**src/design/lamp_pkg.sv**
```systemverilog
package lamp_pkg;

    // ####################
    // lamp layout

    // three lamps per side, same as the classic rear cluster
    localparam int LAMP_COUNT = 3;

    // bit 0 is the inner lamp, bit 2 the outer one
    typedef logic [LAMP_COUNT-1:0] lamp_t;

    // ####################
    // fixed patterns

    localparam lamp_t LAMPS_OFF = '0; // side dark
    localparam lamp_t LAMPS_ON  = '1; // brake on an idle side

endpackage

```
**src/design/seq_pkg.sv**
```systemverilog
package seq_pkg;

    // ####################
    // step timing

    // tick counter width, the period is 2**TICK_BITS clocks
    // kept at 2 so a full sweep fits in a short simulation
    localparam int TICK_BITS = 2;

    // ####################
    // sweep state

    // one state per lit-lamp count, encoding matches the lamp count
    // so the encoder can build the pattern straight from the value
    typedef enum logic [1:0] {
        SEQ_IDLE  = 2'd0, // dark, waiting for a request at a tick
        SEQ_ONE   = 2'd1, // inner lamp only
        SEQ_TWO   = 2'd2, // inner and middle
        SEQ_THREE = 2'd3  // all three, goes back to idle next tick
    } seq_state_t;

endpackage
```
**src/design/taillight_top.sv**
```systemverilog
module taillight_top (
    input  logic clk,
    input  logic rst,
    input  logic l,     // left turn request level
    input  logic r,     // right turn request level
    input  logic brake, // brake pedal level
    output logic la,    // left inner
    output logic lb,    // left middle
    output logic lc,    // left outer
    output logic ra,    // right inner
    output logic rb,    // right middle
    output logic rc     // right outer
);

    logic                step_tick;   // shared by both sides
    seq_pkg::seq_state_t state_left;
    seq_pkg::seq_state_t state_right;
    lamp_pkg::lamp_t     lamps_left;
    lamp_pkg::lamp_t     lamps_right;

    // ####################
    // step timer

    // one timer for both sides, both requests held start on the same tick
    tick_timer u_tick (
        .clk       (clk),
        .rst       (rst),
        .step_tick (step_tick)
    );

    // ####################
    // sequencers

    // independent machines, one side never waits on the other
    turn_sequencer u_seq_left (
        .clk       (clk),
        .rst       (rst),
        .step_tick (step_tick),
        .request   (l),
        .state     (state_left)
    );

    turn_sequencer u_seq_right (
        .clk       (clk),
        .rst       (rst),
        .step_tick (step_tick),
        .request   (r),
        .state     (state_right)
    );

    // ####################
    // encoders

    lamp_encoder u_enc_left (
        .clk   (clk),
        .rst   (rst),
        .state (state_left),
        .brake (brake),
        .lamps (lamps_left)
    );

    lamp_encoder u_enc_right (
        .clk   (clk),
        .rst   (rst),
        .state (state_right),
        .brake (brake),
        .lamps (lamps_right)
    );

    // pin split, a is inner (bit 0) and c is outer (bit 2) on both sides
    assign la = lamps_left[0];
    assign lb = lamps_left[1];
    assign lc = lamps_left[2];
    assign ra = lamps_right[0];
    assign rb = lamps_right[1];
    assign rc = lamps_right[2];

endmodule

```
**src/design/lamp_encoder.sv**
```systemverilog
module lamp_encoder (
    input  logic                clk,
    input  logic                rst,
    input  seq_pkg::seq_state_t state,
    input  logic                brake,
    output lamp_pkg::lamp_t     lamps
);

    // pattern before the output register
    lamp_pkg::lamp_t pattern;

    // ####################
    // state to lamps

    always_comb begin
        if (state == seq_pkg::SEQ_IDLE) begin
            // brake only owns a side that is not sweeping
            pattern = brake ? lamp_pkg::LAMPS_ON : lamp_pkg::LAMPS_OFF;
        end else begin
            // thermometer, state n lights the lowest n lamps
            pattern = lamp_pkg::lamp_t'((1 << state) - 1);
        end
    end

    // ####################
    // output register

    // state and brake are sampled on the same edge
    // lamps trail the state by one cycle
    always_ff @(posedge clk) begin
        if (rst) begin
            lamps <= lamp_pkg::LAMPS_OFF; // all dark out of reset
        end else begin
            lamps <= pattern;
        end
    end

    // ####################
    // checks

    // a sweeping side shows a nonzero thermometer code, brake or not
    a_sweep_is_thermometer : assert property (
        @(posedge clk) disable iff (rst)
        (state != seq_pkg::SEQ_IDLE) |=>
            ((lamps & lamp_pkg::lamp_t'(lamps + 1'b1)) == lamp_pkg::LAMPS_OFF)
            && (lamps != lamp_pkg::LAMPS_OFF)
    ) else $error("sweep pattern is not a thermometer code");

endmodule

```
**src/design/turn_sequencer.sv**
```systemverilog
module turn_sequencer (
    input  logic                clk,
    input  logic                rst,
    input  logic                step_tick,
    input  logic                request,
    output seq_pkg::seq_state_t state
);

    // next sweep state, only taken when step_tick is high
    seq_pkg::seq_state_t state_next;

    // ####################
    // next state

    always_comb begin
        state_next = state; // hold by default
        case (state)
            seq_pkg::SEQ_IDLE: begin
                // request is only looked at here, a drop mid sweep is ignored
                if (request) begin
                    state_next = seq_pkg::SEQ_ONE;
                end
            end
            seq_pkg::SEQ_ONE:   state_next = seq_pkg::SEQ_TWO;
            seq_pkg::SEQ_TWO:   state_next = seq_pkg::SEQ_THREE;
            seq_pkg::SEQ_THREE: state_next = seq_pkg::SEQ_IDLE; // back to dark
            default:            state_next = seq_pkg::SEQ_IDLE;
        endcase
    end

    // ####################
    // state register

    // advances once per step tick, one cycle after the tick edge
    always_ff @(posedge clk) begin
        if (rst) begin
            state <= seq_pkg::SEQ_IDLE;
        end else if (step_tick) begin
            state <= state_next;
        end
    end

    // a held request leaves SEQ_THREE for idle and is taken on the
    // following tick, so repeats have one dark step between sweeps

    // ####################
    // checks

    // the sweep only moves on the shared tick, which keeps both sides
    // in phase during a hazard flash
    a_state_moves_on_tick : assert property (
        @(posedge clk) disable iff (rst)
        !step_tick |=> $stable(state)
    ) else $error("sequencer state changed without step_tick");

    // no spurious start, idle is only left on a request
    a_idle_needs_request : assert property (
        @(posedge clk) disable iff (rst)
        (state == seq_pkg::SEQ_IDLE && !request) |=> (state == seq_pkg::SEQ_IDLE)
    ) else $error("sequencer left idle without a request");

endmodule

```
**src/design/tick_timer.sv**
```systemverilog
module tick_timer (
    input  logic clk,
    input  logic rst,
    output logic step_tick
);

    // free running step counter, wraps every 2**TICK_BITS clocks
    logic [seq_pkg::TICK_BITS-1:0] count;

    always_ff @(posedge clk) begin
        if (rst) begin
            count <= '0;
        end else begin
            count <= count + 1'b1; // wrap is intended
        end
    end

    // all-ones decode, one cycle wide
    // first tick lands in the fourth cycle after rst drops
    assign step_tick = &count;

    // ####################
    // checks

    // the tick is a clock enable pulse, never a level
    // sequencers would skip states if it stretched
    a_tick_single_cycle : assert property (
        @(posedge clk) disable iff (rst)
        step_tick |=> !step_tick
    ) else $error("step_tick high on two consecutive cycles");

endmodule

```
**config.mk**
```make
export PLATFORM = sky130hd
export DESIGN_NAME = taillight_top
export DESIGN_NICKNAME = d
export VERILOG_FILES = /design/src/design/lamp_pkg.sv /design/src/design/seq_pkg.sv /design/src/design/taillight_top.sv /design/src/design/lamp_encoder.sv /design/src/design/turn_sequencer.sv /design/src/design/tick_timer.sv
export SDC_FILE = /design/constraint.sdc
export NUM_CORES = 1
export LEC_CHECK = 0
export ABC_AREA = 0
export BUFFER_PORTS_ARGS = -buffer_cell sky130_fd_sc_hd__buf_2
export CAP_MARGIN = 20
export CORE_MARGIN = 2
export CORE_UTILIZATION = 35
export DETAILED_ROUTE_END_ITERATION = 16
export PLACE_DENSITY = 0.66
export SYNTH_ARGS = -nofsm -noshare
export SYNTH_HDL_FRONTEND = slang
export SYNTH_SLANG_ARGS = --single-unit
```
**constraint.sdc**
```tcl
create_clock -name clk -period 1.15 [get_ports clk]
set_input_delay 0.0575 -clock clk [delete_from_list [all_inputs] [get_ports clk]]
set_output_delay 0.0575 -clock clk [all_outputs]
set_load 0.02 [all_outputs]
```
==> out/metrics.cfg, run 1 <==
[routing]
drt-met1-wl_um=370
drt_iter0_markers=2
drt_wl_total_um=869
vias=399
first_pass_iters=2
ant_nets=0
drc_errors=0
route.met2.wl_um=416
top_layer=met4
wl_per_cell_um=9.99
wl_met3_um=72
vias_per_cell=4.59

[worst_setup_path]
required_ns=1.35
crit_path_max_fanout=5
startpoint_type=flop
cp_num_buf_inv=1
cp.arrival_ns=1.28
critPathMaxStageDelay_ns=0.31
crit_path_cell_trace=inv_1 -> ha_4 -> nand2b_1 -> a21o_1 -> a21oi_2
path_delay_family=compound AO/OA/AOI/OAI gates
crit_slowest_cell=dfxtp_1
path_class=reg2reg
worst_setup_path_end_kind=flop

[clocking]
htree_levels=1
root_buffer=clkbuf_4
cts.sinks=12
clockBufferDepth=2
cts_setup_buffers=0
cts_made_buffers=3
clock_latency_ns=0.26
cts_tree=yes
clk_pin_slew_worst_paths_ns=0.06
ctsHoldBuffers=0

[run]
cap_violations=0

[logic_synthesis]
ys_types=16
syn_nets=67
ys_dominant_reg_cell=dfxtp_1
ys_top_cells_by_count=dfxtp_1, ha_1, inv_1, a21oi_1, nor3_1
yosysSeqAreaShare_pct=44.2
yosys.area.top_type=dfxtp_1
async_reset_ff_share_pct=0
yosysWarnings=0
avgSynthCellArea_um2=10.1
yosys-top-cells-area=dfxtp_1, ha_1, inv_1, buf_6, a21oi_1
yosys.area.top_type_share_pct=44.2
yosysMostFrequentCell=dfxtp_1
ys_seq_elements=12
netlist_area_um2=543
syn_inst=54
synth_edf_count=0

[sta]
tightest_slew_ns=0.196
setup_viol=0
relSlewSlack_pct=87.0
final.setup.worst_slack_ns=0.0774
period_needed_ns=1.07
clock_skew_ns=0.000451
period_share_pct=93.3
hold_viol_final=0
fin_setup_tns_ns=0
fmax_mhz=932
maxSlewViolCount=0
fin_hold_ws_ns=0.0803

[die]
core_mm2=0.00147
fp-row-count=14
dieArea_mm2=0.00188
dieHeight_um=43.4
boundaryPins=11
initial_core_util_pct=36.9
die_x_um=43.4

[global_routing]
grt_pass1_wl_um=1460
antenna_found_initial=0
grt_overflow=0
grt_start_max_net_pins=9
grt_pass1_vias=375
grt_usage_pct=11.2

[placement]
placedCellCount=84
dpl.hpwl_um=640
dpl_worst_slack_ns=0.0133
placed_area_um2=636
portBuffers=10
gp_congestion=0.735

[pwr]
ir_worst_vdd_mv=0.515
powerDensity_mw_per_mm2=1150
leakagePower_nw=0.322

[finish]
layoutNonFillerInstCount=87
stdcell_area_um2=691
num_antenna_cells=0
fin_nets=86
final_layout_size_suffix_gt1_share_pct=38.0
syn_to_final_growth_pct=27.2

[min_path]
min_path_type=in2reg

[outcome]
status=completed

-- through the flow --
stage               total power, W  util, %
global placement          0.000554     43.2
CTS                       0.000804     44.7
global route              0.000852     46.9
detailed placement        0.000556     43.2
floorplan                 0.000529        -
finish                    0.000797     46.9
-- registers in the layout (all words and copies together), names as in the netlist --
register	cells
u_seq_right.state	2
u_seq_left.state	2
u_enc_right.lamps	3
u_tick.count	2
u_enc_left.lamps	3
-- per-layer routing --
layer | up-vias | global-route usage, %
li1 | 207 | -
met1 | 178 | 11.4
met2 | 12 | 16.4
met3 | 2 | 7.92
met4 | 0 | 7.27
met5 | - | 0
-- timing repair --
action,CTS,global route
gates resized for setup,0,7
gates cloned,0,0
pin swaps,0,0
endpoints found under the setup margin,1,8
-- power by group --
| group | total (W) | switching, W | internal [W] |
|---|---|---|---|
| logic | 0.000106 | 0.0000591 | 0.0000467 |
| registers | 0.000449 | 0.00000988 | 0.000439 |
| clock network | 0.000242 | 0.000121 | 0.000121 |
| total | 0.000797 | 0.000190 | 0.000607 |
-- cells by family (layout without fill, tap and decap cells) --
family                   count (synthesis)  in the layout  share of synthesized area, %
AND/OR/NAND/NOR                         12             12                          11.5
buffers and inverters                    9             26                          8.99
AO/OA/AOI/OAI                           12             12                          15.2
XOR/XNOR                                 1              1                          1.61
adder cells (fa/ha/maj)                  8              8                          18.4
flip-flops                              12             12                          44.2
-- path summary, 6_finish.rpt --
path                  startpoint             endpoint  slack, ns  cells after the start
max reg2reg  u_seq_left.state[0]  u_seq_left.state[1]       0.08                      5
min                          rst  u_seq_left.state[1]       0.08                      2
max          u_seq_left.state[0]  u_seq_left.state[1]       0.08                      5
min reg2reg      u_tick.count[0]      u_tick.count[0]       0.47                      1
-- layout by cell type, fill, tap and decap left out --
cell	count
nor2_1	2
and2_4	1
inv_2	1
buf_2	10
nand3_1	2
nor3_1	4
inv_1	6
a21oi_2	4
ha_1	6
buf_4	6
clkbuf_4	3
dfxtp_1	12
o21a_1	2
a21oi_1	2
ha_4	2
nand2b_1	2
nand2_1	1
a21o_1	2
xnor2_1	1
a21boi_0	2
-- layout make-up --
class                   count  area, um^2
well taps                  16        20.0
inverters                   7        26.3
flip-flops and latches     12         240
multi-input cells          33         287
clock buffers               3        22.5
fillers                   150         781
repair buffers             16        95.1
Power figures use the tool's default switching activity.
==> run 2: changes to the inputs <==
- ABC_AREA: 0 -> 1
==> run 2 against run 1 <==
Non-clock buffer count is 4 lower. Utilization is 1.3 points lower. Cell count is 13% higher. Clock skew is 0.0027 ns higher. Hold slack worse by 0.035 ns. Design area is 2.7% lower. Power is 12% higher. Count of clock-buffer cells in the layout is 1 higher. Critical path type unchanged. Largest power group unchanged.
==> out/metrics.cfg, run 2 <==
[sta]
rsz0062_at_grt=no
relSlewSlack_pct=90.3  ; +3.4 points
hold_viol_final=0  ; unchanged
setup_viol=0  ; unchanged
maxSlewViolCount=0  ; unchanged
period_needed_ns=1.02  ; -0.0566 ns
clock_skew_ns=0.00312  ; +0.00267 ns
fin_hold_ws_ns=0.0449  ; -0.0354 ns
fin_setup_tns_ns=0  ; unchanged
period_share_pct=88.4  ; -4.9 points
tightest_slew_ns=0.145  ; -0.0506 ns
fmax_mhz=984  ; +5.6%

[global_routing]
grtUsageMet2_pct=16.1  ; -0.30 points
grt_use_met3_pct=4.26  ; -3.7 points
antenna_found_initial=0  ; unchanged
grt_pass1_wl_um=1380  ; -5.6%
top_usage_layer=met2
grt_pass1_vias=363  ; -3.2%
grt_start_max_net_pins=10  ; +1
grt_usage_pct=10.5  ; -0.67 points
grt_overflow=0  ; unchanged
met1_usage_pct=11.7  ; +0.32 points

[placement]
dpl.hpwl_um=655  ; +2.2%
portBuffers=10  ; unchanged
gp_congestion=0.691  ; -6.0%
placed_area_um2=617  ; -3.0%
placedCellCount=93  ; +11%

[finish]
stdcell_area_um2=672  ; -2.7%
fill_cells=149  ; -0.67%
syn_to_final_growth_pct=24.6
multiInputGateArea_um2=249  ; -13%
fin_nets=96  ; +12%
final_cell_mix=inv_1, nor2_1, buf_2
largestRegisters=u_enc_left.lamps: 3 flops, u_enc_right.lamps: 3 flops
layoutNonFillerInstCount=98  ; +13%
num_antenna_cells=0  ; unchanged
ff_latch_area_um2=244  ; +1.6%
final_layout_size_suffix_gt1_share_pct=30.5  ; -7.5 points

[logic_synthesis]
netlist_area_um2=539  ; -0.69%
syn_nets=79  ; +18%
syn_inst=66  ; +22%
yosys.area.top_type=dfxtp_1
yosysSeqAreaShare_pct=44.5  ; +0.31 points
ys_seq_elements=12  ; unchanged
avgSynthCellArea_um2=8.17  ; -19%
async_reset_ff_share_pct=0  ; unchanged
yosys.area.top_type_share_pct=44.5  ; +0.31 points
ys_dominant_reg_cell=dfxtp_1
synth_edf_count=0  ; unchanged
ys_top_cells_by_count=dfxtp_1, inv_1, nor2_1, ha_1, nand2_1
yosysWarnings=0  ; unchanged
ys_types=12  ; -4
yosys-top-cells-area=dfxtp_1, ha_1, inv_1, nor2_1, a21oi_1

[pwr]
powerDensity_mw_per_mm2=1330  ; +15%
switching_power_w=0.000215  ; +13%
leakagePower_nw=0.364  ; +13%
power_switching_share_pct=24.0  ; +0.19 points
ir_worst_vdd_mv=0.403  ; -22%
power_frac_clock_pct=36.0  ; +5.6 points
p_int_w=0.000680  ; +12%
finalPower_w=0.000895  ; +12%
power_frac_seq_pct=50.7  ; -5.7 points
p_comb_share_pct=13.3  ; about the same

[worst_setup_path]
crit_path_cell_trace=inv_1 -> ha_1 -> inv_1 -> o21ai_2 -> a21oi_1
cp_num_buf_inv=2  ; +1
critPathMaxStageDelay_ns=0.34  ; +0.03 ns
worst_setup_path_end_kind=flop
required_ns=1.30  ; -0.05 ns
cp.arrival_ns=1.17  ; -0.11 ns
startpoint_type=flop
crit_path_max_fanout=4  ; -1
path_delay_family=flip-flops
crit_slowest_cell=dfxtp_2
path_class=reg2reg
cpMostUsedCell=inv_1

[routing]
vias=413  ; +3.5%
drt_wl_total_um=822  ; -5.4%
drt_iter0_markers=1  ; -1
first_pass_iters=2  ; unchanged
ant_nets=0  ; unchanged
wl_per_cell_um=8.39  ; -16%
vias_per_cell=4.21  ; -8.1%
drc_errors=0  ; unchanged

[die]
core_mm2=0.00147  ; unchanged
fp-row-count=14  ; unchanged
die_x_um=43.3  ; -0.32%
boundaryPins=11  ; unchanged
dieHeight_um=43.3  ; -0.32%
dieArea_mm2=0.00187  ; -0.64%
initial_core_util_pct=36.6  ; -0.26 points

[clocking]
root_buffer=clkbuf_4
clk_pin_slew_worst_paths_ns=0.07  ; about the same
cts.sinks=12  ; unchanged
clockBufferDepth=2  ; unchanged
htree_levels=1  ; unchanged
cts_tree=yes
clock_latency_ns=0.26  ; about the same
cts_made_buffers=3  ; unchanged

[min_path]
min_path_type=in2reg

[run]
cap_violations=0  ; unchanged

[outcome]
status=completed

[run 2: worst reg2reg max path: stages, from the launching register on]
cell	delay, ns
dfxtp_2	0.34
inv_1	0.07
ha_1	0.21
inv_1	0.08
o21ai_2	0.15
a21oi_1	0.06
[run 2: routing by layer]
| layer | vias to the layer above | share of wire (%) |
|---|---|---|
| met4 | 0 | 0 |
| met1 | 174 | 45 |
| li1 | 230 | - |
| met2 | 9 | 48 |
| met3 | 0 | 6.6 |
| met5 | - | 0 |
[run 2: path summary, 6_finish.rpt]
check	startpoint	endpoint	slack, ns	depth (start not counted)
setup / recovery	u_seq_right.state[1]	u_enc_right.lamps[1]	0.13	5
hold / removal	brake	u_enc_left.lamps[0]	0.04	3
setup reg to reg	u_seq_right.state[1]	u_enc_right.lamps[1]	0.13	5
hold reg to reg	u_tick.count[0]	u_tick.count[0]	0.46	1
[run 2: final cells by class]
cell class	count	share of cell area [%]
Multi-Input combinational cell	40	37.1
Sequential cell	12	36.3
Timing Repair Buffer	12	10.1
Inverter	14	8.19
Clock buffer	4	5.40
Tap cell	16	2.98
[run 2: power by group through the flow]
stage | Combinational, W | Clock, W | Sequential, W
3_3_place_gp | 0.000114 | 0 | 0.000462
6_report | 0.000119 | 0.000322 | 0.000453
3_5_place_dp | 0.000116 | 0 | 0.000463
4_1_cts | 0.000119 | 0.000343 | 0.000453
2_1_floorplan | 0.0000593 | 0 | 0.000482
5_1_grt | 0.000137 | 0.000353 | 0.000457
[run 2: cell families (layout without fill, tap and decap cells)]
logic type               Yosys count  in the layout  synth area share (%)
AND/OR/NAND/NOR                   24             24                  17.9
buffers and inverters             14             30                  10.2
flip-flops                        12             12                  44.5
adder cells (fa/ha/maj)            8              8                  18.6
AO/OA/AOI/OAI                      8              8                  8.82
[run 2: stage by stage]
stage	util, %	worst slack (ns)
floorplan	-	0.147
global placement	41.9	0.0718
detailed placement	41.9	0.0577
CTS	45.1	0.0449
global route	45.7	0.0148
finish	45.7	0.134
[run 2: what timing repair did]
action,in CTS,in global routing
setup buffers,0,0
hold buffers,1,0
endpoints found under the setup margin,0,6
resized for setup,0,5
endpoints found under the hold margin,2,0
==> run 3: changes to the inputs <==
- SETUP_SLACK_MARGIN: not set -> 0.3
==> run 3 against run 2 <==
Clock skew decreased by 0.0018 ns. Design area increased by 15%. Cell count increased by 4.1%. Hold slack got worse by 0.0057 ns. Sequential power about the same. Clock power increased by 3%. Flip-flop and latch count unchanged. Wire length increased by 17%. Count of clock-buffer cells in the layout unchanged. Critical path type unchanged.
==> out/metrics.cfg, run 3 (synthesis results as in run 2) <==
[pwr]
powerDensity_mw_per_mm2=1220  ; -8.4%
finalPower_w=0.000940  ; +5.0%
leakagePower_nw=0.390  ; +7.3%
ir_worst_vdd_mv=0.426  ; +5.8%

[routing]
vias_per_cell=4.49  ; +6.5%
drt_iter0_markers=8  ; +7
ant_nets=0  ; unchanged
drt_wl_total_um=959  ; +17%
first_pass_iters=4  ; +2
drc_errors=0  ; unchanged
vias=458  ; +11%
wl_per_cell_um=9.40  ; +12%

[sta]
tightest_slew_ns=0.152  ; +0.00673 ns
rsz0062_at_grt=yes
fin_hold_ws_ns=0.0392  ; -0.00574 ns
setup_viol=0  ; unchanged
maxSlewViolCount=0  ; unchanged
final.setup.worst_slack_ns=0.210  ; +0.0764 ns
period_share_pct=81.7  ; -6.6 points
clock_skew_ns=0.00131  ; -0.00180 ns
period_needed_ns=0.940  ; -0.0764 ns
relSlewSlack_pct=89.9  ; -0.45 points
hold_viol_final=0  ; unchanged
fin_setup_tns_ns=0  ; unchanged
fmax_mhz=1060  ; +8.1%

[die]
core_mm2=0.00147  ; unchanged
initial_core_util_pct=36.6  ; unchanged
boundaryPins=11  ; unchanged
fp-row-count=14  ; unchanged
dieArea_mm2=0.00187  ; unchanged
die_x_um=43.3  ; unchanged
dieHeight_um=43.3  ; unchanged

[worst_setup_path]
setup.worst_path.start=u_seq_left.state[1]
startpoint_type=flop
crit_path_max_fanout=4  ; unchanged
r2r_start=u_seq_left.state[1]
required_ns=1.32  ; +0.02 ns
cp.arrival_ns=1.11  ; -0.06 ns
worst_setup_path_end_kind=flop
path_class=reg2reg

[finish]
largestRegisters=u_enc_left.lamps: 3 flops, u_enc_right.lamps: 3 flops
num_antenna_cells=0  ; unchanged
multiInputGateArea_um2=307  ; +23%
final_cell_mix=nor2_1, buf_2, dfxtp_1
final_layout_size_suffix_gt1_share_pct=53.5  ; +23 points
layout_commonest_cell=nor2_1
fill_cells=136  ; -8.7%
fin_nets=100  ; +4.2%
ff_latch_area_um2=250  ; +2.6%
syn_to_final_growth_pct=42.9

[clocking]
htree_levels=1  ; unchanged
clk_pin_slew_worst_paths_ns=0.07  ; about the same
clock_latency_ns=0.27  ; about the same
cts_made_buffers=3  ; unchanged
root_buffer=clkbuf_4
cts_tree=yes
cts.sinks=12  ; unchanged
clockBufferDepth=2  ; unchanged

[min_path]
min_path_type=in2reg
hp-start=brake

[global_routing]
antenna_found_initial=0  ; unchanged
grt_usage_pct=12.0  ; +1.5 points
grt_overflow=0  ; unchanged
grt_pass1_vias=412  ; +13%
grt_start_max_net_pins=10  ; unchanged
grt_pass1_wl_um=1610  ; +17%

[placement]
dpl.hpwl_um=679  ; +3.8%
gp_congestion=0.714  ; +3.4%
portBuffers=10  ; unchanged
dpl_worst_slack_ns=0.197  ; +0.139 ns

[outcome]
status=completed

[run]
cap_violations=0  ; unchanged

==> run 3: cell types whose count changed in the layout (fill, tap and decap cells not counted), sizes merged <==
cell,delta
buf,+4
==> run 3: cell type report <==
| type | count | share of cell area (%) |
|---|---|---|
| Clock buffer | 4 | 4.71 |
| Inverter | 14 | 7.79 |
| Multi-Input combinational cell | 40 | 39.8 |
| Sequential cell | 12 | 32.5 |
| Tap cell | 16 | 2.60 |
| Timing Repair Buffer | 16 | 12.7 |
==> run 3: report_power, final <==
part | switching [W] | internal [W]
registers | 0.0000127 | 0.000439
logic | 0.0000899 | 0.0000661
clock network | 0.000140 | 0.000193
total | 0.000243 | 0.000697
==> run 3: worst max-delay path, cell delays in order, from the launching register on <==
cell,delay [ns]
dfxtp_4,0.37
inv_4,0.06
ha_4,0.16
inv_2,0.04
o21ai_2,0.15
a21oi_1,0.06
==> run 3: routing by layer <==
metal / GRT usage [%] / up-vias / part of all wire, %
met3: 2.55 / 4 / 2.9
li1: - / 238 / -
met5: 0 / - / 0
met2: 18.2 / 10 / 49
met1: 14.5 / 206 / 45
met4: 9.09 / 0 / 2.9
==> run 3: timing repair <==
item / in CTS / in global routing
setup endpoints to repair: 10 / 10
pin swaps: 8 / 1
hold buffers: 1 / 0
setup buffers: 5 / 0
gates resized for setup: 3 / 7
endpoints found under the hold margin: 2 / 0
gates cloned: 0 / 0
==> run 3: final timing paths <==
check / to / slack, ns / cells after the start
hold reg to reg: u_tick.count[0] / 0.46 / 1
hold / removal: u_enc_left.lamps[0] / 0.04 / 3
setup / recovery: u_enc_left.lamps[1] / 0.21 / 5
setup reg to reg: u_enc_left.lamps[1] / 0.21 / 5
==> run 3: stage by stage <==
| step | instance area [um^2] | utilization, % | std cells |
|---|---|---|---|
| after global placement | 654 | 44.5 | 92 |
| after CTS | 752 | 51.1 | 102 |
| after detailed placement | 654 | 44.5 | 92 |
| final | 771 | 52.4 | 102 |
| after floorplan | 584 | - | 66 |
| after global routing | 771 | 52.4 | 102 |
